## src/include/fsb_macros.svh

```systemverilog
////////////////////////////////////////
// Front side bus parameters
////////////////////////////////////////
`ifndef FSB_MACROS_SVH
`define FSB_MACROS_SVH

// Credits per CPU port after reset.
`define FSB_CREDITS 2

// Queue depth per port, equal to the credit count so a queue never overflows.
`define FSB_QDEPTH `FSB_CREDITS

// RAM word-address width, and the resulting word count.
`define RAM_AW 8
`define RAM_WORDS (1 << `RAM_AW)

// Memory map codes, from the top address nibble.
`define DEV_RAM 0
`define DEV_GPIO 1
`define DEV_TIMER 2 // Anything else is unmapped.

`endif
```

## src/source/dev_pkg.sv

```systemverilog
////////////////////////////////////////
// Peripheral types
////////////////////////////////////////
package dev_pkg;

	// Register index inside one peripheral.
	typedef logic [1:0] reg_off_t;

	typedef logic [7:0] leds_t;     // LED register.
	typedef logic [3:0] switches_t; // Board switches.
	typedef logic [31:0] count_t;   // Timer count and compare.

	// GPIO register map.
	localparam reg_off_t GPIO_LED = 2'd0;
	localparam reg_off_t GPIO_SW = 2'd1;

	// Timer register map.
	localparam reg_off_t TMR_COUNT = 2'd0;
	localparam reg_off_t TMR_CMP = 2'd1;
	localparam reg_off_t TMR_MATCH = 2'd2; // Sticky, write clears.

endpackage

```

## src/source/fsb_pkg.sv

```systemverilog
////////////////////////////////////////
// Bus level types
////////////////////////////////////////
package fsb_pkg;

	// CPU byte address, top nibble picks the device.
	typedef logic [31:0] addr_t;

	// One bus data word.
	typedef logic [31:0] data_t;

	// Map field, taken from addr[31:28].
	typedef logic [3:0] dev_id_t;

	// Word offset inside a device, addr[27:2].
	typedef logic [25:0] eff_addr_t;

	// Tag that routes a response back to its CPU port.
	typedef logic port_t;

	localparam port_t PORT_I = 1'b0; // Instruction port.
	localparam port_t PORT_D = 1'b1; // Data port.

endpackage

```

## src/source/fsb_dev_if.sv

```systemverilog
////////////////////////////////////////
// Device slot interface
////////////////////////////////////////
`timescale 1ns/10ps

interface fsb_dev_if;

	logic                 sel;   // Slot picked this cycle.
	logic                 we;    // Write when high.
	fsb_pkg::eff_addr_t   off;   // Word offset in device.
	fsb_pkg::data_t       wdata; // Write data.
	fsb_pkg::data_t       rdata; // Registered read word.

	// Map side drives the request.
	modport host (
		output sel,
		output we,
		output off,
		output wdata,
		input  rdata
	);

	// Device side answers with rdata one edge later.
	modport dev (
		input  sel,
		input  we,
		input  off,
		input  wdata,
		output rdata
	);

endinterface

```

## src/source/mod_gpio.sv

```systemverilog
////////////////////////////////////////
// LEDs and switches
////////////////////////////////////////
`timescale 1ns/10ps

module mod_gpio (
	input  logic               clk,
	input  logic               rst_n,
	fsb_dev_if.dev             bus,
	output dev_pkg::leds_t     leds,
	input  dev_pkg::switches_t switches
);
	dev_pkg::switches_t sw_meta; // First sync stage.
	dev_pkg::switches_t sw_sync; // Safe to read.
	dev_pkg::reg_off_t  reg_off;

	assign reg_off = bus.off[$bits(dev_pkg::reg_off_t)-1:0];

	// Switches are asynchronous to clk.
	always_ff @(posedge clk) begin
		sw_meta <= switches;
		sw_sync <= sw_meta;
	end

	// LED register, dark after reset.
	always_ff @(posedge clk) begin
		if (!rst_n)
			leds <= '0;
		else if (bus.sel && bus.we && reg_off == dev_pkg::GPIO_LED)
			leds <= bus.wdata[$bits(dev_pkg::leds_t)-1:0];
	end

	// Read mux, zero-extended.
	always_ff @(posedge clk) begin
		if (bus.sel) begin
			case (reg_off)
				dev_pkg::GPIO_LED: bus.rdata <= fsb_pkg::data_t'(leds);
				dev_pkg::GPIO_SW:  bus.rdata <= fsb_pkg::data_t'(sw_sync);
				default:           bus.rdata <= '0; // Offsets 2 and 3.
			endcase
		end
	end

endmodule

```

## src/flat_wrapper.sv

```systemverilog
// flat-port wrapper written by rule: the top's interface ports become plain ports
module mod_gpio_flat 
  (clk, rst_n, leds, switches, bus_sel, bus_we, bus_off, bus_wdata, bus_rdata);
  fsb_dev_if bus_i ();
  input  logic clk;
  input  logic rst_n;
  output dev_pkg::leds_t leds;
  input  dev_pkg::switches_t switches;
  input wire logic [$bits(bus_i.sel)-1:0] bus_sel;
  input wire logic [$bits(bus_i.we)-1:0] bus_we;
  input wire logic [$bits(bus_i.off)-1:0] bus_off;
  input wire logic [$bits(bus_i.wdata)-1:0] bus_wdata;
  output wire logic [$bits(bus_i.rdata)-1:0] bus_rdata;
  assign bus_i.sel = bus_sel;
  assign bus_i.we = bus_we;
  assign bus_i.off = bus_off;
  assign bus_i.wdata = bus_wdata;
  assign bus_rdata = bus_i.rdata;
  mod_gpio u_core (.clk(clk), .rst_n(rst_n), .bus(bus_i), .leds(leds), .switches(switches));
endmodule
```

## config.mk

```make
export PLATFORM = sky130hd
export DESIGN_NAME = mod_gpio_flat
export DESIGN_NICKNAME = d
export VERILOG_FILES = /design/src/include/fsb_macros.svh /design/src/source/dev_pkg.sv /design/src/source/fsb_pkg.sv /design/src/source/fsb_dev_if.sv /design/src/source/mod_gpio.sv /design/src/flat_wrapper.sv
export SDC_FILE = /design/constraint.sdc
export NUM_CORES = 1
export LEC_CHECK = 0
export ABC_CLOCK_PERIOD_IN_PS = 1000
export BUFFER_PORTS_ARGS = -buffer_cell sky130_fd_sc_hd__clkbuf_2
export CELL_PAD_IN_SITES_DETAIL_PLACEMENT = 0
export CELL_PAD_IN_SITES_GLOBAL_PLACEMENT = 1
export CORE_UTILIZATION = 23
export DETAILED_ROUTE_END_ITERATION = 10
export GPL_TIMING_DRIVEN = 0
export PLACE_DENSITY_LB_ADDON = 0.1
export REMOVE_ABC_BUFFERS = 1
export SYNTH_ARGS = -nofsm -noshare
export SYNTH_HDL_FRONTEND = slang
export SYNTH_SLANG_ARGS = --single-unit
```

## constraint.sdc

```tcl
create_clock -name clk -period 1 [get_ports clk]
set_input_delay 0.1 -clock clk [delete_from_list [all_inputs] [get_ports clk]]
set_output_delay 0.1 -clock clk [all_outputs]
set_load 0.01 [all_outputs]
```

==> impl_metrics.py <==
metrics = {
    "yosys": {
        "yosysMostFrequentCell": "buf_4",
        "synth_flop_cell": "dfxtp_1",
        "synth_top_cell_area_share_pct": 31.76,
        "synth_area_leaders": "dfxtp_1 32%, edfxtp_1 24%, buf_4 19%",
        "yosysWarnings": 0,
        "synth_common_cells": "25 x buf_4, 16 x dfxtp_1, 16 x nand2_1",
        "synth_enable_flop_cells": 8,
        "synth_cells": 91,
        "synthArstFlopShare_pct": 0,
        "ys_ff_latch": 24,
        "yosysUniqueCellTypes": 12,
        "synth_area_mm2": 0.001008,
        "yosysSeqAreaShare_pct": 55.58,
        "avgSynthCellArea_um2": 11.08,
        "yosys.area.top_type": "dfxtp_1",
    },
    "global_route": {
        "antenna_found_initial": 0,
        "grt.total_usage_pct": 8.133,
        "grt_max_degree": 17,
        "first_global_vias": 588,
        "grt_pass1_wl_um": 2635,
        "gr-total-overflow": 0,
    },
    "route": {
        "drt-initial-drc-count": 14,
        "ant_nets": 0,
        "dr.pass1.iters": 4,
        "vias_per_cell": 3.582,
        "wl_um": 1726,
        "vias": 634,
        "wl_per_cell_um": 9.751,
        "drc": 0,
    },
    "hold_path": {
        "hp-class": "input port to flip-flop",
        "min_from": "bus_wdata[6]",
    },
    "power_and_ir_drop": {
        "power_per_cell_area_mw_per_mm2": 1497,
        "power.total_uw": 1797,
        "leakagePower_uw": 0.0005652,
        "irDropWorstVdd_mv": 0.3920,
    },
    "critical_path": {
        "slowest_stage": "dfxtp_1",
        "crit_fanout": 3,
        "r2r_start": "u_core.leds[1]",
        "critPathLaunchType": "flip-flop",
        "crit_start": "u_core.leds[6]",
        "critical_path_class": "flip-flop to primary output",
        "path_cells": "clkbuf_2",
        "timing.critical_path.buf_inv": 1,
        "cp.arrival_ps": 780,
        "worstSetupEndpointType": "primary output",
        "max_stage_delay_ps": 370,
        "worst_ep_required_time_ps": 900,
        "cp_top_family": "flip-flops",
    },
    "finish": {
        "area_growth_pct": 18.98,
        "num_antenna_cells": 0,
        "nFillCells": 452,
        "drive_gt1_share_pct": 29.13,
        "utilization_pct": 29.16,
        "final_net_count": 194,
    },
    "timing": {
        "fin_crit_sh_pct": 87.88,
        "rsz0062_at_grt": "no",
        "hold_viol": 0,
        "fin_crit_ps": 878.8,
        "max_freq_mhz": 1138,
        "setup_violations": 0,
        "maxSlewViolCount": 0,
        "fin_skew_ps": 0.9274,
    },
    "clocking": {
        "cts-root-buf": "clkbuf_8",
        "clockBufferDepth": 2,
        "clock_sinks": 24,
        "htreeDepth": 1,
        "cts_tree": "done",
        "cts_buffers": 3,
        "post_cts_buffers": 0,
        "cts_resized": 0,
        "path_clk_slew_ps": 80,
        "clock_latency_ps": 250,
    },
    "die": {
        "die_h_um": 68.22,
        "pin_count": 106,
        "die_w_um": 68.22,
        "die_area_mm2": 0.004653,
        "core.rowCount": 23,
        "core_region_area_mm2": 0.004115,
        "start_util_pct": 24.51,
    },
    "placed_design": {
        "placement.io_buffers": 33,
        "place.gp.congestion": 0.6231,
        "dpl.hpwl_um": 1331,
    },
    "outcome": {
        "outcome": "finished, final reports clean",
    },
    "flow_run": {
        "drv_cap": 0,
    },
}
[kinds of logic after synthesis]
group	after synthesis	share of synthesized area (%)
flops	24	55.58
mux	12	11.91
buf+inv	28	20.59
simple gates	26	11.54
other cells	1	0.3719
[metal layers]
layer,share of wire (%),GRT usage (%),vias up
met2,49,14.22,38
li1,-,-,318
met1,41,8.325,276
met3,8.5,2.333,2
met5,0,0,-
met4,1.6,5.469,0
[stage by stage]
step / TNS, ps / hold WS, ps / area [µm²] / worst slack [ps] / std cells
floorplan: 0 / 127.7 / 887.1 / 211.2 / 86
CTS: 0 / 55.00 / 1200 / 108.0 / 177
finish: 0 / 60.47 / 1200 / 121.2 / 177
detailed placement: -933.4 / 203.9 / 1115 / -133.6 / 169
global placement: -833.0 / 203.4 / 1115 / -107.1 / 169
global route: 0 / 72.40 / 1200 / 77.69 / 177
[state kept, by name, summed over array words and instances (netlist names)]
name	cells
u_core.bus.rdata	8
u_core.leds	8
u_core.sw_meta	4
u_core.sw_sync	4
[path summary, 6_finish.rpt]
kind	end	slack [ps]	depth (start not counted)
setup / recovery	leds[6]	120	1
hold / removal	u_core.leds[6]	60	3
hold reg to reg	u_core.sw_sync[0]	330	0
setup reg to reg	u_core.bus.rdata[1]	210	2
[cell type report]
cell class | count | area [µm²] | share of cell area, %
multi-input cells | 62 | 326.6 | 27.22
flip-flops and latches | 24 | 560.5 | 46.72
clock buffers | 4 | 45.04 | 3.754
repair buffers | 37 | 205.2 | 17.10
well taps | 50 | 62.56 | 5.214
[power breakdown]
part           leakage [µW]  switching, µW  total [µW]  internal (µW)
Combinational      0.000328            109         176           67.3
Clock             0.0000228            279         563            284
Sequential         0.000215           12.3        1060           1050
Total              0.000565            401        1800           1400
[cells in the final DEF (no fill, tap or decap)]
cell type / count
conb_1: 24
and2_1: 4
dlygate4sd3_1: 4
edfxtp_1: 8
dfxtp_1: 16
nor2_1: 5
and4bb_2: 1
clkbuf_8: 3
mux2i_1: 12
nand2_1: 16
clkbuf_2: 33
clkbuf_1: 1
[worst reg2reg max path, cell delays in order, from the launching register on]
cell     delay, ps
dfxtp_1        330
mux2i_1        160
nor2_1          50
[timing repair]
| item | in CTS | in global routing |
|---|---|---|
| hold buffers | 4 | 0 |
| endpoints found under the hold margin | 4 | 0 |
| endpoints found under the setup margin | 0 | 0 |
(Power assumes the default switching activity.)
