### config.mk
export PLATFORM = sky130hd
export DESIGN_NAME = mem_map_flat
export DESIGN_NICKNAME = d
export VERILOG_FILES = /design/src/source/fsb_pkg.sv /design/src/source/fsb_dev_if.sv /design/src/source/mem_map.sv /design/src/flat_wrapper.sv
export VERILOG_INCLUDE_DIRS = /design/src /design/src/include
export SDC_FILE = /design/constraint.sdc
export NUM_CORES = 1
export LEC_CHECK = 0
export BUFFER_PORTS_ARGS = -buffer_cell sky130_fd_sc_hd__buf_2
export CORE_AREA = 3 3 144 146
export CTS_BUF_LIST = sky130_fd_sc_hd__clkbuf_2
export CTS_CLUSTER_DIAMETER = 60
export DETAILED_ROUTE_END_ITERATION = 10
export DIE_AREA = 0 0 147 149
export SYNTH_ARGS = -nofsm -noshare
export SYNTH_HDL_FRONTEND = slang
export SYNTH_SLANG_ARGS = --single-unit
export TNS_END_PERCENT = 50
### constraint.sdc
create_clock -name clk -period 1.07 [get_ports clk]
set_clock_uncertainty 0.2 [all_clocks]
set_input_delay 0.1605 -clock clk [delete_from_list [all_inputs] [get_ports clk]]
set_output_delay 0.1605 -clock clk [all_outputs]
set_load 0.02 [all_outputs]
### src/include/fsb_macros.svh
////////////////////////////////////////
// Front side bus parameters
////////////////////////////////////////
`ifndef FSB_MACROS_SVH
`define FSB_MACROS_SVH

// Credits per CPU port after reset.
`define FSB_CREDITS 2

// Queue depth per port, equal to the credit count so a queue never overflows.
`define FSB_QDEPTH `FSB_CREDITS

// RAM word-address width, and the resulting word count.
`define RAM_AW 8
`define RAM_WORDS (1 << `RAM_AW)

// Memory map codes, from the top address nibble.
`define DEV_RAM 0
`define DEV_GPIO 1
`define DEV_TIMER 2 // Anything else is unmapped.

`endif
### src/source/fsb_pkg.sv
////////////////////////////////////////
// Bus level types
////////////////////////////////////////
package fsb_pkg;

	// CPU byte address, top nibble picks the device.
	typedef logic [31:0] addr_t;

	// One bus data word.
	typedef logic [31:0] data_t;

	// Map field, taken from addr[31:28].
	typedef logic [3:0] dev_id_t;

	// Word offset inside a device, addr[27:2].
	typedef logic [25:0] eff_addr_t;

	// Tag that routes a response back to its CPU port.
	typedef logic port_t;

	localparam port_t PORT_I = 1'b0; // Instruction port.
	localparam port_t PORT_D = 1'b1; // Data port.

endpackage

### src/source/fsb_dev_if.sv
////////////////////////////////////////
// Device slot interface
////////////////////////////////////////
`timescale 1ns/10ps

interface fsb_dev_if;

	logic                 sel;   // Slot picked this cycle.
	logic                 we;    // Write when high.
	fsb_pkg::eff_addr_t   off;   // Word offset in device.
	fsb_pkg::data_t       wdata; // Write data.
	fsb_pkg::data_t       rdata; // Registered read word.

	// Map side drives the request.
	modport host (
		output sel,
		output we,
		output off,
		output wdata,
		input  rdata
	);

	// Device side answers with rdata one edge later.
	modport dev (
		input  sel,
		input  we,
		input  off,
		input  wdata,
		output rdata
	);

endinterface

### src/source/mem_map.sv
////////////////////////////////////////
// Address decoder
////////////////////////////////////////
`timescale 1ns/10ps
`include "fsb_macros.svh"

module mem_map (
	input  logic           clk,
	input  logic           rst_n,
	input  logic           issue,
	input  logic           we,
	input  fsb_pkg::addr_t addr,
	input  fsb_pkg::data_t wdata,
	output fsb_pkg::data_t rdata,
	fsb_dev_if.host        ram_bus,
	fsb_dev_if.host        gpio_bus,
	fsb_dev_if.host        timer_bus
);
	localparam int DW = $bits(fsb_pkg::data_t);

	fsb_pkg::dev_id_t   dev_id; // Top nibble.
	fsb_pkg::eff_addr_t eff;    // Word offset.
	logic [2:0]         hit;    // {timer, gpio, ram}.
	logic [2:0]         rd_sel; // Slot answering a read now.

	assign dev_id = addr[$bits(fsb_pkg::addr_t)-1 -: $bits(fsb_pkg::dev_id_t)];
	assign eff = addr[2 +: $bits(fsb_pkg::eff_addr_t)]; // Byte to word.

	// Unmapped codes select nothing.
	assign hit[0] = issue && (dev_id == fsb_pkg::dev_id_t'(`DEV_RAM));
	assign hit[1] = issue && (dev_id == fsb_pkg::dev_id_t'(`DEV_GPIO));
	assign hit[2] = issue && (dev_id == fsb_pkg::dev_id_t'(`DEV_TIMER));

	assign ram_bus.sel = hit[0];
	assign ram_bus.we = we;
	assign ram_bus.off = eff;
	assign ram_bus.wdata = wdata;
	assign gpio_bus.sel = hit[1];
	assign gpio_bus.we = we;
	assign gpio_bus.off = eff;
	assign gpio_bus.wdata = wdata;
	assign timer_bus.sel = hit[2];
	assign timer_bus.we = we;
	assign timer_bus.off = eff;
	assign timer_bus.wdata = wdata;

	// Writes answer with zero, so only reads are remembered.
	always_ff @(posedge clk) begin
		if (!rst_n)
			rd_sel <= '0;
		else
			rd_sel <= we ? 3'b000 : hit;
	end

	// OR-merge of the selected slot.
	assign rdata = ({DW{rd_sel[0]}} & ram_bus.rdata) |
		({DW{rd_sel[1]}} & gpio_bus.rdata) |
		({DW{rd_sel[2]}} & timer_bus.rdata);

endmodule

### src/flat_wrapper.sv
// flat-port wrapper written by rule: the top's interface ports become plain ports
module mem_map_flat 
  (clk, rst_n, issue, we, addr, wdata, rdata, ram_bus_sel, ram_bus_we, ram_bus_off, ram_bus_wdata, ram_bus_rdata, gpio_bus_sel, gpio_bus_we, gpio_bus_off, gpio_bus_wdata, gpio_bus_rdata, timer_bus_sel, timer_bus_we, timer_bus_off, timer_bus_wdata, timer_bus_rdata);
  fsb_dev_if ram_bus_i ();
  fsb_dev_if gpio_bus_i ();
  fsb_dev_if timer_bus_i ();
  input  logic clk;
  input  logic rst_n;
  input  logic issue;
  input  logic we;
  input  fsb_pkg::addr_t addr;
  input  fsb_pkg::data_t wdata;
  output fsb_pkg::data_t rdata;
  output wire logic [$bits(ram_bus_i.sel)-1:0] ram_bus_sel;
  output wire logic [$bits(ram_bus_i.we)-1:0] ram_bus_we;
  output wire logic [$bits(ram_bus_i.off)-1:0] ram_bus_off;
  output wire logic [$bits(ram_bus_i.wdata)-1:0] ram_bus_wdata;
  input wire logic [$bits(ram_bus_i.rdata)-1:0] ram_bus_rdata;
  output wire logic [$bits(gpio_bus_i.sel)-1:0] gpio_bus_sel;
  output wire logic [$bits(gpio_bus_i.we)-1:0] gpio_bus_we;
  output wire logic [$bits(gpio_bus_i.off)-1:0] gpio_bus_off;
  output wire logic [$bits(gpio_bus_i.wdata)-1:0] gpio_bus_wdata;
  input wire logic [$bits(gpio_bus_i.rdata)-1:0] gpio_bus_rdata;
  output wire logic [$bits(timer_bus_i.sel)-1:0] timer_bus_sel;
  output wire logic [$bits(timer_bus_i.we)-1:0] timer_bus_we;
  output wire logic [$bits(timer_bus_i.off)-1:0] timer_bus_off;
  output wire logic [$bits(timer_bus_i.wdata)-1:0] timer_bus_wdata;
  input wire logic [$bits(timer_bus_i.rdata)-1:0] timer_bus_rdata;
  assign ram_bus_sel = ram_bus_i.sel;
  assign ram_bus_we = ram_bus_i.we;
  assign ram_bus_off = ram_bus_i.off;
  assign ram_bus_wdata = ram_bus_i.wdata;
  assign ram_bus_i.rdata = ram_bus_rdata;
  assign gpio_bus_sel = gpio_bus_i.sel;
  assign gpio_bus_we = gpio_bus_i.we;
  assign gpio_bus_off = gpio_bus_i.off;
  assign gpio_bus_wdata = gpio_bus_i.wdata;
  assign gpio_bus_i.rdata = gpio_bus_rdata;
  assign timer_bus_sel = timer_bus_i.sel;
  assign timer_bus_we = timer_bus_i.we;
  assign timer_bus_off = timer_bus_i.off;
  assign timer_bus_wdata = timer_bus_i.wdata;
  assign timer_bus_i.rdata = timer_bus_rdata;
  mem_map u_core (.clk(clk), .rst_n(rst_n), .issue(issue), .we(we), .addr(addr), .wdata(wdata), .rdata(rdata), .ram_bus(ram_bus_i), .gpio_bus(gpio_bus_i), .timer_bus(timer_bus_i));
endmodule
==> flow_summary.ini <==
[placed_design]
place_congestion = 0.616
post_dp_cell_area_mm2 = 0.00177
place_ws_ns = -0.398
dp_hpwl_um = 5980
port_buffers = 141

[finish]
design_area_mm2 = 0.00184
largest_register_ff_count = 3
final_common_cell = buf_2
drive_gt1_share_pct = 71.9
fin_nets = 400
top_register = u_core.rd_sel
layout_common_cells = 136 x buf_2, 33 x inv_1, 32 x a222oi_1
areaGrowthSynthToFinish_pct = -4.47
reg_top3 = u_core.rd_sel: 3 flops

[detailed_routing]
drt_wl_total_um = 7360
vias_per_cell = 3.14
drtIter0Drc = 159
wl_per_cell_um = 14.7
drc = 0
drtPass1Iterations = 9
num_vias = 1575
drtAntennaViolNets = 0

[sta]
hold_viol_final = 0
worst_slew_pin_slew_ns = 0.342
max_slew_margin_pct = 77.2
period_share_pct = 156
setup_viol = 38
timing.final.ws_setup_ns = -0.604
grt_setup_unrepaired = true
layout_min_cycle_time_ns = 1.67
max_freq_ghz = 0.597
slew_viol_final = 0

[cts]
cts.clk_slew.worst_paths_ns = 0.04
cts_setup_buffers = 0
cts_tree = yes
numCtsBuffers = 3
cts_hold_buf = 0
cts_sinks = 3
cts_root_buffer = clkbuf_2
h-tree-depth = 1
cts_buffer_depth = 2

[min_path]
hold_path_class = in -> out

[logic_synthesis]
synthSimpleGateAreaFrac_pct = 3.24
yosysWarnings = 0
synthAdderAreaFrac_pct = 0
synth_cell_types = 12
synth_area_mm2 = 0.00193
synth_top_area_cell = buf_4
synthCells = 263
synthTopCellsByArea = buf_4 69%, a222oi_1 17%, inv_1 6.4%, dfxtp_1 3.1%, clkbuf_1 1.8%
synth_compound_area_share_pct = 16.6
synth_top_family_by_area = buffers and inverters
synth_top_area_share_pct = 68.9
synth-xor-area-share_pct = 0
synth_nets = 427
synth_mux_area_share_pct = 0
ys_seq_elements = 3
syn_avg_cell_area_um2 = 7.34
ys_seq_area_share_pct = 3.11

[critical_path]
path_cells = buf_12 -> a222oi_1 -> inv_1 -> buf_2
endpoint_kind = primary output
arrival_ns = 1.31
cpPeakStageDelay_ns = 0.38
critPathKind = reg -> out
crit_fanout = 21
slowest_stage = a222oi_1
cp-start-kind = flop
crit_family = buffers and inverters
critPathBufInv = 3
cp_data_required_time_ns = 0.71

[grt]
antenna_found_initial = 1
grt-ovfl-total = 0
grt_max_degree = 22
grt_pass1_vias = 1543
grt_first_pass_wirelength_um = 9600
grtUsageTotal_pct = 5.87

[floorplanning]
ios = 376
num_rows = 51
dieArea_mm2 = 0.0219
die_w_um = 147
core_mm2 = 0.0195
start_util_pct = 9.88
die_height_um = 149

[power_and_ir_drop]
power.density_mw_per_mm2 = 317
peakVddDrop_mv = 0.101
p_leak_nw = 1.14

[run_status]
outcome = finished, violations left
violations = setup timing

[run]
cap_violations = 0
per-layer routing:
| layer | share of wire, % | wire length [µm] | global-route usage [%] |
|---|---|---|---|
| met1 | 32 | 2330 | 5.57 |
| met2 | 43 | 3160 | 8.85 |
| met3 | 16 | 1200 | 3.04 |
| met4 | 9.1 | 673 | 6.15 |
| met5 | 0 | 0 | 0 |
timing repair:
item / CTS / global route
endpoints found under the hold margin: 0 / 0
setup endpoints to repair: 38 / 38
cloned: 0 / 0
pin swaps: 21 / 11
gates resized for setup: 11 / 3
synth_stat cells:
| library cell | n |
|---|---|
| a222oi_1 | 32 |
| buf_4 | 177 |
| clkbuf_1 | 9 |
| dfxtp_1 | 3 |
| inv_1 | 33 |
| nand2b_1 | 1 |
| nor2_1 | 2 |
| nor3_1 | 2 |
| nor3b_1 | 1 |
| nor4b_1 | 1 |
| or3b_1 | 1 |
| or4b_4 | 1 |
worst paths after layout:
path | start | end | slack [ns] | cells past startpoint
setup / recovery | u_core.rd_sel[0] | rdata[12] | -0.60 | 4
hold / removal | wdata[3] | gpio_bus_wdata[3] | 0.12 | 0
cells by family after synthesis:
| group | count (synthesis) |
|---|---|
| buf+inv | 219 |
| compound gates | 32 |
| simple gates | 9 |
| flops | 3 |
power breakdown:
group	internal [W]	total [W]	switching (W)
sequential	0.000113	0.000114	0.000000936
combinational	0.000175	0.000306	0.000131
clock	0.0000987	0.000164	0.0000652
total	0.000386	0.000583	0.000197
per-stage QoR:
stage / cells / hold slack (ns) / util [%] / total power (W) / TNS (ns)
3_5_place_dp: 496 / 0.121 / 9.04 / 0.000411 / -12.72
2_1_floorplan: 263 / 0.0320 / - / 0.00113 / -7.44
5_1_grt: 501 / 0.121 / 9.44 / 0.000631 / -22.12
6_report: 501 / 0.121 / 9.44 / 0.000583 / -18.98
3_3_place_gp: 496 / 0.121 / 9.04 / 0.000408 / -12.19
4_1_cts: 500 / 0.111 / 9.35 / 0.000595 / -19.42
area by class of cell:
type                            instances  area, µm²
Clock buffer                            4       20.0
Sequential cell                         3       63.8
Inverter                               33        124
Timing Repair Buffer                  154        881
Tap cell                              265        332
Multi-Input combinational cell         41        420
Antenna cell                            1       2.50
Fill cell                            2301      17700
Power figures use the tool's default switching activity.
