`src/include/fsb_macros.svh`:
```
////////////////////////////////////////
// Front side bus parameters
////////////////////////////////////////
`ifndef FSB_MACROS_SVH
`define FSB_MACROS_SVH

// Credits per CPU port after reset.
`define FSB_CREDITS 2

// Queue depth per port, equal to the credit count so a queue never overflows.
`define FSB_QDEPTH `FSB_CREDITS

// RAM word-address width, and the resulting word count.
`define RAM_AW 8
`define RAM_WORDS (1 << `RAM_AW)

// Memory map codes, from the top address nibble.
`define DEV_RAM 0
`define DEV_GPIO 1
`define DEV_TIMER 2 // Anything else is unmapped.

`endif
```
`src/source/fsb_pkg.sv`:
```
////////////////////////////////////////
// Bus level types
////////////////////////////////////////
package fsb_pkg;

	// CPU byte address, top nibble picks the device.
	typedef logic [31:0] addr_t;

	// One bus data word.
	typedef logic [31:0] data_t;

	// Map field, taken from addr[31:28].
	typedef logic [3:0] dev_id_t;

	// Word offset inside a device, addr[27:2].
	typedef logic [25:0] eff_addr_t;

	// Tag that routes a response back to its CPU port.
	typedef logic port_t;

	localparam port_t PORT_I = 1'b0; // Instruction port.
	localparam port_t PORT_D = 1'b1; // Data port.

endpackage

```
`src/source/bus_arbiter.sv`:
```
////////////////////////////////////////
// Round-robin port arbiter
////////////////////////////////////////
`timescale 1ns/10ps
`include "fsb_macros.svh"

module bus_arbiter (
	input  logic           clk,
	input  logic           rst_n,
	input  logic           i_req,
	input  fsb_pkg::addr_t i_addr,
	input  logic           d_req,
	input  logic           d_we,
	input  fsb_pkg::addr_t d_addr,
	input  fsb_pkg::data_t d_wdata,
	input  fsb_pkg::data_t rdata,
	output logic           issue,
	output logic           we,
	output fsb_pkg::addr_t addr,
	output fsb_pkg::data_t wdata,
	output logic           i_valid,
	output fsb_pkg::data_t i_rdata,
	output logic           i_credit,
	output logic           d_valid,
	output fsb_pkg::data_t d_rdata,
	output logic           d_credit
);
	localparam int PW = $clog2(`FSB_QDEPTH);     // Pointer width.
	localparam int CW = $clog2(`FSB_QDEPTH + 1); // Fill count width.

	logic           in_req   [2]; // Requests by port tag.
	logic           in_we    [2];
	fsb_pkg::addr_t in_addr  [2];
	fsb_pkg::data_t in_wdata [2];

	logic           q_we    [2][`FSB_QDEPTH]; // Queue payload.
	fsb_pkg::addr_t q_addr  [2][`FSB_QDEPTH];
	fsb_pkg::data_t q_wdata [2][`FSB_QDEPTH];

	logic [PW-1:0]  rd_ptr [2];
	logic [PW-1:0]  wr_ptr [2];
	logic [CW-1:0]  q_cnt  [2];
	logic [1:0]     q_busy; // Queue holds an entry.
	logic [1:0]     q_pop;  // Head leaves this cycle.

	fsb_pkg::port_t rr_next; // Favored port when both wait.
	fsb_pkg::port_t tag;     // Port issued this cycle.
	logic           rsp_vld; // Response due this cycle.
	fsb_pkg::port_t rsp_tag; // Its owner.

	// Instruction port is read only.
	always_comb begin
		in_req[fsb_pkg::PORT_I] = i_req;
		in_we[fsb_pkg::PORT_I] = 1'b0;
		in_addr[fsb_pkg::PORT_I] = i_addr;
		in_wdata[fsb_pkg::PORT_I] = '0;
		in_req[fsb_pkg::PORT_D] = d_req;
		in_we[fsb_pkg::PORT_D] = d_we;
		in_addr[fsb_pkg::PORT_D] = d_addr;
		in_wdata[fsb_pkg::PORT_D] = d_wdata;
	end

	// Pick a port and alternate only when both queues wait.
	always_comb begin
		for (int p = 0; p < 2; p++)
			q_busy[p] = (q_cnt[p] != '0);
		if (q_busy[0] && q_busy[1])
			tag = rr_next;
		else if (q_busy[fsb_pkg::PORT_D])
			tag = fsb_pkg::PORT_D;
		else
			tag = fsb_pkg::PORT_I;
		for (int p = 0; p < 2; p++)
			q_pop[p] = q_busy[p] && (tag == fsb_pkg::port_t'(p));
	end

	assign issue = |q_busy;                      // Never from an empty queue.
	assign we = q_we[tag][rd_ptr[tag]];          // Oldest entry.
	assign addr = q_addr[tag][rd_ptr[tag]];
	assign wdata = q_wdata[tag][rd_ptr[tag]];

	// Payload capture on the req edge.
	always_ff @(posedge clk) begin
		for (int p = 0; p < 2; p++) begin
			if (in_req[p]) begin
				q_we[p][wr_ptr[p]] <= in_we[p];
				q_addr[p][wr_ptr[p]] <= in_addr[p];
				q_wdata[p][wr_ptr[p]] <= in_wdata[p];
			end
		end
		rsp_tag <= tag;
	end

	always_ff @(posedge clk) begin
		if (!rst_n) begin
			for (int p = 0; p < 2; p++) begin
				rd_ptr[p] <= '0;
				wr_ptr[p] <= '0;
				q_cnt[p] <= '0;
			end
			rr_next <= fsb_pkg::PORT_I;
			rsp_vld <= 1'b0;
		end else begin
			for (int p = 0; p < 2; p++) begin
				if (in_req[p]) // Credits keep this from overflowing.
					wr_ptr[p] <= (wr_ptr[p] == PW'(`FSB_QDEPTH - 1)) ? '0 : wr_ptr[p] + 1'b1;
				if (q_pop[p])
					rd_ptr[p] <= (rd_ptr[p] == PW'(`FSB_QDEPTH - 1)) ? '0 : rd_ptr[p] + 1'b1;
				case ({in_req[p], q_pop[p]})
					2'b10:   q_cnt[p] <= q_cnt[p] + 1'b1;
					2'b01:   q_cnt[p] <= q_cnt[p] - 1'b1;
					default: q_cnt[p] <= q_cnt[p]; // Push and pop cancel.
				endcase
			end
			if (issue)
				rr_next <= ~tag; // Other port next time.
			rsp_vld <= issue;
		end
	end

	// Response steering one cycle after issue.
	assign i_valid = rsp_vld && (rsp_tag == fsb_pkg::PORT_I);
	assign d_valid = rsp_vld && (rsp_tag == fsb_pkg::PORT_D);
	assign i_credit = i_valid; // Credit rides with valid.
	assign d_credit = d_valid;
	assign i_rdata = i_valid ? rdata : '0;
	assign d_rdata = d_valid ? rdata : '0; // The map zeroes rdata for writes.

endmodule

```
`config.mk`:
```
export PLATFORM = sky130hd
export DESIGN_NAME = bus_arbiter
export DESIGN_NICKNAME = d
export VERILOG_FILES = /design/src/source/fsb_pkg.sv /design/src/source/bus_arbiter.sv
export VERILOG_INCLUDE_DIRS = /design/src /design/src/include
export SDC_FILE = /design/constraint.sdc
export NUM_CORES = 1
export LEC_CHECK = 0
export ABC_AREA = 0
export BUFFER_PORTS_ARGS = -buffer_cell sky130_fd_sc_hd__buf_2
export CAP_MARGIN = 30
export CORE_UTILIZATION = 46
export DETAILED_ROUTE_END_ITERATION = 8
export GPL_TIMING_DRIVEN = 0
export PLACE_DENSITY = 0.74
export RECOVER_POWER = 25
export SYNTH_ARGS = -nofsm -noshare
export SYNTH_HDL_FRONTEND = slang
export SYNTH_SLANG_ARGS = --single-unit
export TNS_END_PERCENT = 5
```
`constraint.sdc`:
```
create_clock -name clk -period 3.55 [get_ports clk]
set_input_delay 0.1775 -clock clk [delete_from_list [all_inputs] [get_ports clk]]
set_output_delay 0.1775 -clock clk [all_outputs]
set_load 0.05 [all_outputs]
```
==> results.md <==
- Post-route DRC violation count: 0
- Vias per cell: 4.919
- Main synth FF type: edfxtp_1
- Endpoints failing hold: 0
- Sequential-to-total area share from yosys stat: 72.44%
- Height of the die: 137.6 µm
- CTS tree: done
- Critical Path RT: 3.76 ns
- Routability cong.: between 0.7 and 0.8
- Maximum clock rate: 322.4 MHz
- Critical path type: register to register
- Max Slew Vio Count: 0
- I/O Buffers: 266
- CTS Sinks: 205
- Largest net degree at the start of global routing: 40
- Asr flop ratio synth: 0%
- Status: completed
- Design area: 11,760 µm²
- Synthesis-stage register bit count: ~210
- Inserted Clock Buffers: 21
- Final nets: 1,046
- Relative slew slack: 42.08%
- Overall routing resource usage: 20.98%
- Initial Utilization: 47.08%
- Pwr Total: roughly 0.011 W
- Fin crit period: 3.102 ns
- Die width: between 100 and 150 µm
- Wire length per cell: 17.79 µm
- CP Capture Type: register
- Post-cts sizing count: 0
- Warnings from Yosys: 0
- RSZ-0062 raised after global routing: no
- Vias: 5,681
- Grt ovf: 0
- Post-synth cell types: 29
- Cell chain of the critical path: inv_1 > ha_1 > o21bai_1 > mux2_4 > buf_6 > buf_6 > or2_1 > ha_1 > o41ai_1 > o22ai_1
- Fillers: roughly 1,300
- Post-DRT Antenna Nets: 0
- Cells on Worst Hold Path: 3
- Worst stage delay on the critical path: 0.67 ns
- CORE AREA: 17,960 µm²
- Post-Syn Instances: 517
- Worst Max-Slew Pin Slew: 0.8689 ns
- Clock transition at path regs: 0.06 ns
- Multi-input gate area: 2140 µm²
- Post-Route Skew: 0.01307 ns
- Reg area: 6126 µm²
- Post-DP HPWL: 13,860 µm
- P_leak: 5.006 nW
- TritonRoute pass-1 iters: 4
- Initial antenna violation count: 4
- I/O Pins: 267
- R2r worst-path depth: 10
- CP max-delay cell: o41ai_1
- Crit path max fanout: 10
- R2R Setup Slk: 0.45 ns
- Avg Inst Size Synth: 16.36 µm²
- Clk buf depth: 3
- Vias in the first global route: 5,523
- Maximum VDD drop: 0.5490 mV
- Total die area: 18,930 µm²
- Clock latency at the later pin of the worst-skew pair: 0.50 ns
- Period utilization: between 80 and 90%
- H-tree levels: 1
- CP arrival: 3.31 ns
- Post-synth EDFFs: ~200
- Hold Crit Class: primary input to register
- Fin Hold WS: ~0.09 ns
- Area grow syn2layout: 39.07%
- Setup violators final: 0
- Iter 0 DRT Violations: slightly above 200
- Max_cap viols: 0
- Share of cells above drive strength 1: 30.80%
- Syn_nets: 656
- CP Launch Type: register
- Post-synth design cell area: about 8500 µm²
- Post-DP Area: 10,170 µm²
- Power density over the cells: 893.8 nW/µm²
- Drt total wl: roughly 21,000 µm
- Rows: 49
- Root Buffer: clkbuf_16
- First-pass GRT wire length: 29,200 µm
cells by family after synthesis:
logic type,count (synthesis),share of synthesized area (%)
mux,130,15.45
buf+inv,39,2.486
compound gates,11,0.8433
fa+ha+maj,6,0.8877
xor+xnor,1,0.1036
simple gates,125,7.797
flops,205,72.44
per-stage QoR:
stage	setup TNS [ns]	setup WS [ns]	utilization, %	instances
5_1_grt	0	0.1636	65.47	1155
6_report	0	0.4481	65.47	1155
3_5_place_dp	0	0.4198	56.63	1016
3_3_place_gp	-5.580	-0.09005	56.10	1012
4_1_cts	0	0.4297	65.70	1151
2_1_floorplan	0	0.8521	-	517
where the power goes:
part / leakage (nW) / total, W / internal [W] / switching [W]
logic: 2.75 / 0.00546 / 0.00151 / 0.00395
registers: 1.93 / 0.00295 / 0.00288 / 0.0000723
clock network: 0.322 / 0.00210 / 0.00124 / 0.000866
cell type report:
cell class	instances	area share [%]
plain buffers	32	1.564
flip-flops and latches	205	52.09
diodes	4	0.08511
clock inverters	12	0.9574
clock buffers	26	4.628
inverters	7	0.2234
multi-input cells	273	18.19
well taps	229	2.436
repair buffers	367	19.83
metal layers:
metal  share of wire, %  up-vias  routed length [µm]  GRT usage (%)
met1                 36     2688                7479          22.53
met4                4.6        0                 935          11.84
met2                 53      219               10990          38.92
met5                  0        -                   0              0
li1                   -     2724                   -              -
met3                5.6       50                1143          3.311
placed cells by master (no fill, tap or decap), types with 2 or more instances in the layout:
master / netlist / final
buf_12: 0 / 4
inv_1: 7 / 7
nand2_1: 4 / 4
buf_2: 9 / 235
clkbuf_16: 0 / 21
bufinv_16: 0 / 2
and2_1: 37 / 35
o21ai_0: 5 / 5
and3_1: 32 / 32
clkinv_2: 0 / 5
mux2i_1: 129 / 129
nand2b_1: 2 / 2
nor2_1: 45 / 43
buf_1: 2 / 3
nor2_4: 0 / 2
edfxtp_1: 202 / 202
clkinv_1: 0 / 3
clkbuf_1: 12 / 56
diode_2: 0 / 4
buf_4: 4 / 4
buf_6: 5 / 5
dlygate4sd3_1: 0 / 97
ha_1: 6 / 6
dfxtp_1: 3 / 3
Yosys cell counts (2+ instances only):
master | number | area [µm²]
buf_1 | 2 | 7.510
dfxtp_1 | 3 | 60.06
buf_2 | 9 | 45.04
inv_1 | 7 | 26.28
and2_1 | 37 | 231.5
nand2b_1 | 2 | 12.51
nor2_1 | 45 | 168.9
edfxtp_1 | 202 | 6066
o21ai_0 | 5 | 25.02
ha_1 | 6 | 75.07
mux2i_1 | 129 | 1291
nand2_1 | 4 | 15.01
buf_6 | 5 | 56.30
clkbuf_1 | 12 | 45.04
buf_4 | 4 | 30.03
and3_1 | 32 | 200.2
registers in the layout, summed over array words and instances (netlist names):
signal	count
rsp_vld	1
q_cnt	4
q_we	2
rd_ptr	2
q_wdata	64
wr_ptr	2
rsp_tag	1
q_addr	128
rr_next	1
worst max-delay path: cells and delay by family (launching register included):
| kind | cells | cell delay, ns |
|---|---|---|
| flops | 1 | 0.40 |
| fa+ha+maj | 2 | 0.47 |
| simple gates | 1 | 0.21 |
| buf+inv | 3 | 0.41 |
| compound gates | 3 | 1.02 |
| mux | 1 | 0.32 |
final timing paths:
check	start	endpoint
worst max-delay path	q_cnt[1][0]	q_cnt[1][1]
worst min register to register	rr_next	rr_next
worst max register to register	q_cnt[1][0]	q_cnt[1][1]
worst min-delay path	i_req	wr_ptr[0][0]
what timing repair did:
item                                   4_1_cts  5_1_grt
hold buffers                                97        0
setup buffers                                0        0
endpoints found under the hold margin      194        0
Power figures use the tool's default switching activity.
