[src/include/fsb_macros.svh]
////////////////////////////////////////
// Front side bus parameters
////////////////////////////////////////
`ifndef FSB_MACROS_SVH
`define FSB_MACROS_SVH

// Credits per CPU port after reset.
`define FSB_CREDITS 2

// Queue depth per port, equal to the credit count so a queue never overflows.
`define FSB_QDEPTH `FSB_CREDITS

// RAM word-address width, and the resulting word count.
`define RAM_AW 8
`define RAM_WORDS (1 << `RAM_AW)

// Memory map codes, from the top address nibble.
`define DEV_RAM 0
`define DEV_GPIO 1
`define DEV_TIMER 2 // Anything else is unmapped.

`endif
[src/source/dev_pkg.sv]
////////////////////////////////////////
// Peripheral types
////////////////////////////////////////
package dev_pkg;

	// Register index inside one peripheral.
	typedef logic [1:0] reg_off_t;

	typedef logic [7:0] leds_t;     // LED register.
	typedef logic [3:0] switches_t; // Board switches.
	typedef logic [31:0] count_t;   // Timer count and compare.

	// GPIO register map.
	localparam reg_off_t GPIO_LED = 2'd0;
	localparam reg_off_t GPIO_SW = 2'd1;

	// Timer register map.
	localparam reg_off_t TMR_COUNT = 2'd0;
	localparam reg_off_t TMR_CMP = 2'd1;
	localparam reg_off_t TMR_MATCH = 2'd2; // Sticky, write clears.

endpackage

[src/source/fsb_pkg.sv]
////////////////////////////////////////
// Bus level types
////////////////////////////////////////
package fsb_pkg;

	// CPU byte address, top nibble picks the device.
	typedef logic [31:0] addr_t;

	// One bus data word.
	typedef logic [31:0] data_t;

	// Map field, taken from addr[31:28].
	typedef logic [3:0] dev_id_t;

	// Word offset inside a device, addr[27:2].
	typedef logic [25:0] eff_addr_t;

	// Tag that routes a response back to its CPU port.
	typedef logic port_t;

	localparam port_t PORT_I = 1'b0; // Instruction port.
	localparam port_t PORT_D = 1'b1; // Data port.

endpackage

[src/source/fsb_dev_if.sv]
////////////////////////////////////////
// Device slot interface
////////////////////////////////////////
`timescale 1ns/10ps

interface fsb_dev_if;

	logic                 sel;   // Slot picked this cycle.
	logic                 we;    // Write when high.
	fsb_pkg::eff_addr_t   off;   // Word offset in device.
	fsb_pkg::data_t       wdata; // Write data.
	fsb_pkg::data_t       rdata; // Registered read word.

	// Map side drives the request.
	modport host (
		output sel,
		output we,
		output off,
		output wdata,
		input  rdata
	);

	// Device side answers with rdata one edge later.
	modport dev (
		input  sel,
		input  we,
		input  off,
		input  wdata,
		output rdata
	);

endinterface

[src/source/mod_timer.sv]
////////////////////////////////////////
// Timer with compare
////////////////////////////////////////
`timescale 1ns/10ps

module mod_timer (
	input logic    clk,
	input logic    rst_n,
	fsb_dev_if.dev bus
);
	dev_pkg::count_t   count; // Free-running.
	dev_pkg::count_t   cmp;   // Compare value.
	logic              match; // Sticky flag.
	logic              wr;
	dev_pkg::reg_off_t reg_off;

	assign wr = bus.sel && bus.we;
	assign reg_off = bus.off[$bits(dev_pkg::reg_off_t)-1:0];

	always_ff @(posedge clk) begin
		if (!rst_n) begin
			count <= '0;
			cmp <= '1; // Far from the reset count.
			match <= 1'b0;
		end else begin
			if (wr && reg_off == dev_pkg::TMR_COUNT)
				count <= bus.wdata; // Load.
			else
				count <= count + 1'b1;
			if (wr && reg_off == dev_pkg::TMR_CMP)
				cmp <= bus.wdata;
			if (wr && reg_off == dev_pkg::TMR_MATCH)
				match <= 1'b0; // Clear wins over a new hit.
			else if (count == cmp)
				match <= 1'b1;
		end
	end

	// Registered read.
	always_ff @(posedge clk) begin
		if (bus.sel) begin
			case (reg_off)
				dev_pkg::TMR_COUNT: bus.rdata <= count;
				dev_pkg::TMR_CMP:   bus.rdata <= cmp;
				dev_pkg::TMR_MATCH: bus.rdata <= fsb_pkg::data_t'(match);
				default:            bus.rdata <= '0;
			endcase
		end
	end

endmodule

[src/flat_wrapper.sv]
// flat-port wrapper written by rule: the top's interface ports become plain ports
module mod_timer_flat 
  (clk, rst_n, bus_sel, bus_we, bus_off, bus_wdata, bus_rdata);
  fsb_dev_if bus_i ();
  input logic clk;
  input logic rst_n;
  input wire logic [$bits(bus_i.sel)-1:0] bus_sel;
  input wire logic [$bits(bus_i.we)-1:0] bus_we;
  input wire logic [$bits(bus_i.off)-1:0] bus_off;
  input wire logic [$bits(bus_i.wdata)-1:0] bus_wdata;
  output wire logic [$bits(bus_i.rdata)-1:0] bus_rdata;
  assign bus_i.sel = bus_sel;
  assign bus_i.we = bus_we;
  assign bus_i.off = bus_off;
  assign bus_i.wdata = bus_wdata;
  assign bus_rdata = bus_i.rdata;
  mod_timer u_core (.clk(clk), .rst_n(rst_n), .bus(bus_i));
endmodule
[config.mk]
export PLATFORM = sky130hd
export DESIGN_NAME = mod_timer_flat
export DESIGN_NICKNAME = d
export VERILOG_FILES = /design/src/include/fsb_macros.svh /design/src/source/dev_pkg.sv /design/src/source/fsb_pkg.sv /design/src/source/fsb_dev_if.sv /design/src/source/mod_timer.sv /design/src/flat_wrapper.sv
export SDC_FILE = /design/constraint.sdc
export NUM_CORES = 1
export LEC_CHECK = 0
export ABC_CLOCK_PERIOD_IN_PS = 2000
export BUFFER_PORTS_ARGS = -buffer_cell sky130_fd_sc_hd__buf_2
export CORE_ASPECT_RATIO = 2
export CORE_MARGIN = 5
export CORE_UTILIZATION = 55
export DETAILED_ROUTE_END_ITERATION = 10
export MAX_ROUTING_LAYER = met4
export PLACE_DENSITY = 0.82
export SLEW_MARGIN = 5
export SYNTH_ARGS = -nofsm -noshare
export SYNTH_HDL_FRONTEND = slang
export SYNTH_SLANG_ARGS = --single-unit
[constraint.sdc]
create_clock -name clk -period 2 [get_ports clk]
set_input_delay 0.1 -clock clk [delete_from_list [all_inputs] [get_ports clk]]
set_output_delay 0.1 -clock clk [all_outputs]
set_load 0.005 [all_outputs]
==> metrics.txt, run 1 <==
# TYPE chip_impl_metric gauge
chip_impl_info{name="status",value="finished with violations"} 1
chip_impl_info{name="violations_in_the_final_reports",value="hold timing"} 1
chip_impl_metric{name="pin_count",unit=""} 94
chip_impl_metric{name="power.ir.vdd_worst",unit="uV"} 425
chip_impl_metric{name="fillCellCount",unit=""} 638
chip_impl_metric{name="grt.total_usage",unit="%"} 23.4
chip_impl_metric{name="antenna_violations_before_repair",unit=""} 0
chip_impl_metric{name="timing.final.setup_violations",unit=""} 0
chip_impl_metric{name="area.growth.synth_to_final",unit="%"} 19.2
chip_impl_metric{name="cts_setup_buffers",unit=""} 0
chip_impl_metric{name="grt_first_pass_wirelength",unit="mm"} 18.4
chip_impl_metric{name="place.gp.congestion",unit=""} 0.917
chip_impl_metric{name="multiplexer_fraction_of_the_synthesized_cell_area",unit="%"} 7.02
chip_impl_metric{name="synth_nets",unit=""} 564
chip_impl_metric{name="netlist_instances",unit=""} 501
chip_impl_metric{name="mapped_avg_cell_area",unit="um2"} 9.39
chip_impl_metric{name="maxCapViolCount",unit=""} 0
chip_impl_info{name="synth_top_family_by_area",value="simple AND/OR/NAND/NOR gates"} 1
chip_impl_metric{name="final.setup.tns",unit="ps"} 0
chip_impl_metric{name="aggregate_routed_wire_length",unit="mm"} 11.5
chip_impl_metric{name="drt_drc_violations_left",unit=""} 0
chip_impl_metric{name="max_slew.worst_pin.slew",unit="ps"} 603
chip_impl_metric{name="cts.sink_count",unit=""} 97
chip_impl_info{name="mostFrequentLayoutCell",value="nand2_1"} 1
chip_impl_metric{name="die_extent_in_x",unit="um"} 75.4
chip_impl_metric{name="pin_count_of_the_biggest_net_entering_global_routing",unit=""} 42
chip_impl_metric{name="initial_utilization",unit="%"} 56.3
chip_impl_info{name="tritoncts",value="built"} 1
chip_impl_metric{name="worst-r2r-setup-slack",unit="ps"} 120
chip_impl_metric{name="viasPerCell",unit=""} 5.70
chip_impl_metric{name="synth_area",unit="um2"} 4700
chip_impl_metric{name="cts.clk_slew.worst_paths",unit="ps"} 70
chip_impl_metric{name="final_period_minus_worst_setup_slack",unit="ps"} 1880
chip_impl_metric{name="area.sequential",unit="um2"} 2260
chip_impl_info{name="start_of_the_worst_register_to_register_path",value="u_core.count[1]"} 1
chip_impl_info{name="hold_class",value="in -> reg"} 1
chip_impl_info{name="setup.worst_path.end_class",value="flip-flop"} 1
chip_impl_metric{name="dp_hpwl",unit="mm"} 8.38
chip_impl_metric{name="multi_input_comb_area",unit="um2"} 2280
chip_impl_info{name="worstHoldStart",value="bus_wdata[28]"} 1
chip_impl_metric{name="postSynthRegisterBits",unit=""} 97
chip_impl_info{name="worst_setup_path_startpoint",value="u_core.count[1]"} 1
chip_impl_metric{name="yosys_warnings",unit=""} 0
chip_impl_metric{name="worst_hold_slack",unit="ps"} -0.861
chip_impl_metric{name="post_synth_xor_area_fraction",unit="%"} 11.4
chip_impl_metric{name="grt_pass1_vias",unit=""} 3673
chip_impl_metric{name="rows",unit=""} 47
chip_impl_metric{name="io_buffers",unit=""} 69
chip_impl_metric{name="timing.critical_path.arrival",unit="ps"} 2110
chip_impl_metric{name="cellPowerDensity",unit="nW/um2"} 768
chip_impl_metric{name="finalPower",unit="mW"} 4.30
chip_impl_metric{name="total_number_of_vias",unit=""} 3868
chip_impl_metric{name="antennaDiodeCount",unit=""} 0
chip_impl_info{name="clock-root-buffer",value="clkbuf_16"} 1
chip_impl_metric{name="synth_seq_area_share",unit="%"} 48.1
chip_impl_metric{name="number_of_hold_slack_violations_in_the_final_timing_report",unit=""} 1
chip_impl_metric{name="level_count_of_the_clock_h_tree",unit=""} 3
chip_impl_metric{name="worst_skew_pair.late_latency",unit="ps"} 340
chip_impl_metric{name="synth_simple_gate_area_share",unit="%"} 23.1
chip_impl_metric{name="slew_headroom",unit="%"} 59.8
chip_impl_metric{name="yosys.area_share.adder",unit="%"} 0.266
chip_impl_metric{name="final_antenna_net_count",unit=""} 0
chip_impl_metric{name="num-nets-final",unit=""} 639
chip_impl_metric{name="cts_inserted_buffers",unit=""} 9
chip_impl_metric{name="finalMaxSlewViolations",unit=""} 0
chip_impl_metric{name="drt-pass1-iter-count",unit=""} 4
chip_impl_metric{name="final.period_utilization",unit="%"} 93.8
chip_impl_metric{name="die_h",unit="um"} 141
chip_impl_metric{name="die_footprint",unit="um2"} 10600
chip_impl_metric{name="total_leakage_power",unit="nW"} 2.35
chip_impl_metric{name="layout-drive-gt1-share",unit="%"} 18.2
chip_impl_info{name="grt_setup_unrepaired",value="no"} 1
chip_impl_info{name="layout_common_cells",value="nand2_1, buf_2, dfxtp_1"} 1
chip_impl_metric{name="total_gr_overflow",unit=""} 0
chip_impl_metric{name="clock_tree.buffer_depth",unit=""} 2
chip_impl_metric{name="worstPathRequired",unit="ps"} 2230
chip_impl_metric{name="worst_clk_skew",unit="ps"} 6.50
chip_impl_metric{name="crit_path_max_fanout",unit=""} 5
chip_impl_metric{name="synthDistinctLibCells",unit=""} 36
chip_impl_metric{name="wire_per_inst",unit="um"} 17.0
chip_impl_metric{name="fmax",unit="MHz"} 533
chip_impl_metric{name="first_iter_violations",unit=""} 400
chip_impl_metric{name="core_footprint",unit="um2"} 8350
chip_impl_info{name="critPathKind",value="reg -> reg"} 1
chip_impl_info{name="crit_path_start_kind",value="flip-flop"} 1
chip_impl_metric{name="synth_compound_gate_area_share",unit="%"} 6.46
synthesized netlist by cell type, drive strengths merged:
library cell	number	area, um2
a211oi	13	97.6
clkbuf	22	82.6
ha	1	12.5
nand3	45	255
nand4	20	146
edfxtp	32	961
o21ai	18	90.1
xnor2	42	368
a21oi	20	100
nand2b	1	6.26
mux2i	33	330
nand2	71	267
nor4	5	52.6
buf	15	73.8
inv	4	15.0
nor3	3	15.0
a311o	1	10.0
dfxtp	65	1300
nor2	52	210
nor3b	1	18.8
nand3b	1	7.51
and3	5	31.3
and4	4	35.0
o22ai	1	6.26
or3	2	12.5
and2	5	31.3
xor2	19	166
what timing repair did:
action                                  4_1_cts  5_1_grt
gates resized for setup                       0        2
endpoints found under the setup margin        0        1
hold buffers                                 23        0
hold endpoints to repair                     23        0
power by group:
part           total [mW]  switching (mW)  internal (mW)
clock                1.62           0.737          0.881
sequential           2.23          0.0854           2.14
combinational       0.460           0.242          0.218
through the flow:
stage	hold slack, ps	cell area [um2]	setup WS, ps	util [%]	std cells
floorplan	212	4700	289	-	501
global placement	324	5080	196	60.9	640
detailed placement	327	5080	136	60.9	640
CTS	0.168	5590	47.9	67.0	679
global route	11.6	5610	8.80	67.1	679
finish	-0.861	5610	123	67.1	679
routing by layer:
layer | track usage, % | up-vias | share of wire, %
met5 | - | - | 0
met4 | 11.6 | 0 | 4.0
met3 | 3.28 | 32 | 5.9
met2 | 38.3 | 138 | 53
met1 | 27.2 | 1815 | 37
li1 | - | 1883 | -
registers in the layout (all words and copies together) (netlist names):
| register | flops |
|---|---|
| u_core.bus.rdata | 32 |
| u_core.cmp | 32 |
| u_core.match | 1 |
| u_core.count | 32 |
critical path, cell delays in order, from the launching register on:
cell     delay (ps)
dfxtp_1         430
ha_2            250
nand3_2         170
or3_1           410
nand3_1          90
a21oi_1          70
a311o_1         340
path summary, 6_finish.rpt:
kind	to	cells after the start
worst min register to register	u_core.cmp[0]	2
worst max-delay path	u_core.count[30]	6
worst min-delay path	u_core.cmp[28]	3
worst max register to register	u_core.count[30]	6
logic make-up after synthesis:
kind of cell	after synthesis
fa+ha+maj	1
buf+inv	41
flops	97
xor+xnor	61
mux	33
compound gates	53
simple gates	215
final cells by class:
cell class	instances	share of cell area [%]
Multi-Input combinational cell	363	40.7
Sequential cell	97	40.4
Timing Repair Buffer	101	11.5
Clock buffer	10	4.26
Tap cell	98	2.19
Clock inverter	6	0.737
Inverter	4	0.268
Power figures use the tool's default switching activity.
==> run 2: changes to the inputs <==
==> constraint.sdc (replaced) <==
create_clock -name clk -period 2 [get_ports clk]
set_input_delay 0.2 -clock clk [delete_from_list [all_inputs] [get_ports clk]]
set_output_delay 0.2 -clock clk [all_outputs]
set_load 0.005 [all_outputs]
==> metrics.txt, run 2 (same netlist as run 1, synthesis figures left out) <==
# TYPE chip_impl_metric gauge
chip_impl_metric{name="drt_drc_violations_left",unit=""} 0
chip_impl_metric{name="max_slew.worst_pin.slew",unit="ps"} 439
chip_impl_info{name="critPathKind",value="reg -> reg"} 1
chip_impl_metric{name="cts_setup_buffers",unit=""} 0
chip_impl_metric{name="first_iter_violations",unit=""} 324
chip_impl_metric{name="finalMaxSlewViolations",unit=""} 0
chip_impl_info{name="tritoncts",value="built"} 1
chip_impl_metric{name="clock_tree.buffer_depth",unit=""} 2
chip_impl_metric{name="initial_utilization",unit="%"} 56.3
chip_impl_metric{name="viasPerCell",unit=""} 5.76
chip_impl_metric{name="power.switching_fraction",unit="%"} 24.5
chip_impl_metric{name="grt_first_pass_wirelength",unit="mm"} 17.9
chip_impl_metric{name="cts.clk_slew.worst_paths",unit="ps"} 70
chip_impl_metric{name="total_leakage_power",unit="nW"} 2.27
chip_impl_info{name="clock-root-buffer",value="clkbuf_16"} 1
chip_impl_metric{name="grt_pass1_vias",unit=""} 3654
chip_impl_metric{name="power.ir.vdd_worst",unit="uV"} 489
chip_impl_metric{name="die_h",unit="um"} 141
chip_impl_metric{name="final.setup.tns",unit="ps"} 0
chip_impl_metric{name="die_extent_in_x",unit="um"} 75.4
chip_impl_metric{name="crit_path_max_fanout",unit=""} 5
chip_impl_metric{name="cts.sink_count",unit=""} 97
chip_impl_metric{name="worstPathRequired",unit="ps"} 2230
chip_impl_metric{name="level_count_of_the_clock_h_tree",unit=""} 3
chip_impl_metric{name="timing.critical_path.arrival",unit="ps"} 2130
chip_impl_metric{name="die_footprint",unit="um2"} 10600
chip_impl_metric{name="worst_clk_skew",unit="ps"} 6.49
chip_impl_metric{name="grt.total_usage",unit="%"} 22.8
chip_impl_metric{name="antennaDiodeCount",unit=""} 0
chip_impl_metric{name="antenna_violations_before_repair",unit=""} 0
chip_impl_info{name="largest_registers",value="u_core.bus.rdata x32, u_core.cmp x32, u_core.count x32"} 1
chip_impl_metric{name="part_of_the_power_in_combinational_logic",unit="%"} 10.0
chip_impl_metric{name="cts_inserted_buffers",unit=""} 9
chip_impl_metric{name="total_gr_overflow",unit=""} 0
chip_impl_info{name="status",value="completed"} 1
chip_impl_info{name="mostFrequentLayoutCell",value="nand2_1"} 1
chip_impl_metric{name="placement.cell_area",unit="um2"} 5110
chip_impl_metric{name="number_of_hold_slack_violations_in_the_final_timing_report",unit=""} 0
chip_impl_metric{name="share_clk_of_total_power",unit="%"} 38.3
chip_impl_metric{name="switching_power",unit="mW"} 1.05
chip_impl_metric{name="maxCapViolCount",unit=""} 0
chip_impl_metric{name="total_number_of_vias",unit=""} 3792
chip_impl_metric{name="timing.final.setup_violations",unit=""} 0
chip_impl_metric{name="wire_per_inst",unit="um"} 17.2
chip_impl_metric{name="fmax",unit="MHz"} 527
chip_impl_metric{name="io_buffers",unit=""} 69
chip_impl_metric{name="num-nets-final",unit=""} 618
chip_impl_metric{name="power.internal",unit="mW"} 3.25
chip_impl_metric{name="area.growth.synth_to_final",unit="%"} 15.0
chip_impl_metric{name="pin_count",unit=""} 94
chip_impl_info{name="hold_class",value="in -> reg"} 1
chip_impl_metric{name="layout-drive-gt1-share",unit="%"} 19.1
chip_impl_metric{name="rows",unit=""} 47
chip_impl_info{name="grt_setup_unrepaired",value="no"} 1
chip_impl_info{name="crit_path_start_kind",value="flip-flop"} 1
chip_impl_metric{name="final_antenna_net_count",unit=""} 0
chip_impl_metric{name="drt-pass1-iter-count",unit=""} 5
chip_impl_metric{name="dp_hpwl",unit="mm"} 8.23
chip_impl_info{name="setup.worst_path.end_class",value="flip-flop"} 1
chip_impl_metric{name="ctsHoldBuffers",unit=""} 0
chip_impl_metric{name="slew_headroom",unit="%"} 70.7
chip_impl_metric{name="place.gp.congestion",unit=""} 0.945
chip_impl_metric{name="worst_skew_pair.late_latency",unit="ps"} 350
chip_impl_metric{name="cts-resized-gates",unit=""} 0
chip_impl_metric{name="core_footprint",unit="um2"} 8350
chip_impl_metric{name="layout.cell_area.non_filler",unit="um2"} 5410
chip_impl_metric{name="fin_util",unit="%"} 64.8
chip_impl_metric{name="final_period_minus_worst_setup_slack",unit="ps"} 1900
chip_impl_metric{name="pwr-share-seq",unit="%"} 51.7
chip_impl_metric{name="final.period_utilization",unit="%"} 94.9
chip_impl_metric{name="aggregate_routed_wire_length",unit="mm"} 11.3
chip_impl_info{name="layout_common_cells",value="nand2_1, buf_2, dfxtp_1"} 1
chip_impl_metric{name="cellPowerDensity",unit="nW/um2"} 796
chip_impl_metric{name="pin_count_of_the_biggest_net_entering_global_routing",unit=""} 42
run 2: worst max-delay path, stage by stage (launching register included):
cell,delay [ps]
dfxtp_1,430
ha_1,260
nand3_2,180
or3_1,420
nand3_1,100
a21oi_1,70
a311o_1,320
run 2: layout make-up:
type / count / area [um2]
Clock inverter: 5 / 37.5
Inverter: 4 / 15.0
Tap cell: 98 / 123
Sequential cell: 97 / 2260
Fill cell: 660 / 2940
Clock buffer: 11 / 253
Multi-Input combinational cell: 363 / 2280
Timing Repair Buffer: 80 / 440
run 2: metal layers:
layer / vias up / wire length, um / GRT usage (%)
met5: - / 0 / -
met4: 0 / 385 / 9.95
met3: 24 / 670 / 3.99
met2: 142 / 6020 / 37.9
met1: 1776 / 4250 / 26.0
li1: 1850 / - / -
run 2: path summary, 6_finish.rpt:
path | start | endpoint | slack [ps] | cells past startpoint
worst max register to register | u_core.count[1] | u_core.count[30] | 100 | 6
worst max-delay path | u_core.count[1] | u_core.count[30] | 100 | 6
worst min-delay path | bus_wdata[16] | u_core.cmp[16] | 80 | 3
worst min register to register | u_core.match | u_core.match | 490 | 2
run 2: metrics by stage:
step | power [mW] | hold WS, ps | worst slack [ps] | std cells
floorplan | 2.51 | 312 | 289 | 501
global placement | 2.67 | 423 | 193 | 642
detailed placement | 2.69 | 430 | 147 | 642
CTS | 4.32 | 72.0 | 91.4 | 658
global route | 4.46 | 76.9 | 23.5 | 658
finish | 4.31 | 77.7 | 102 | 658
run 2: power by group through the flow:
stage | clock network, mW | logic (mW) | registers (mW)
after floorplan | 0 | 0.257 | 2.25
after CTS | 1.67 | 0.434 | 2.22
final | 1.65 | 0.432 | 2.22
after global placement | 0 | 0.415 | 2.26
after detailed placement | 0 | 0.427 | 2.27
after global routing | 1.76 | 0.475 | 2.23
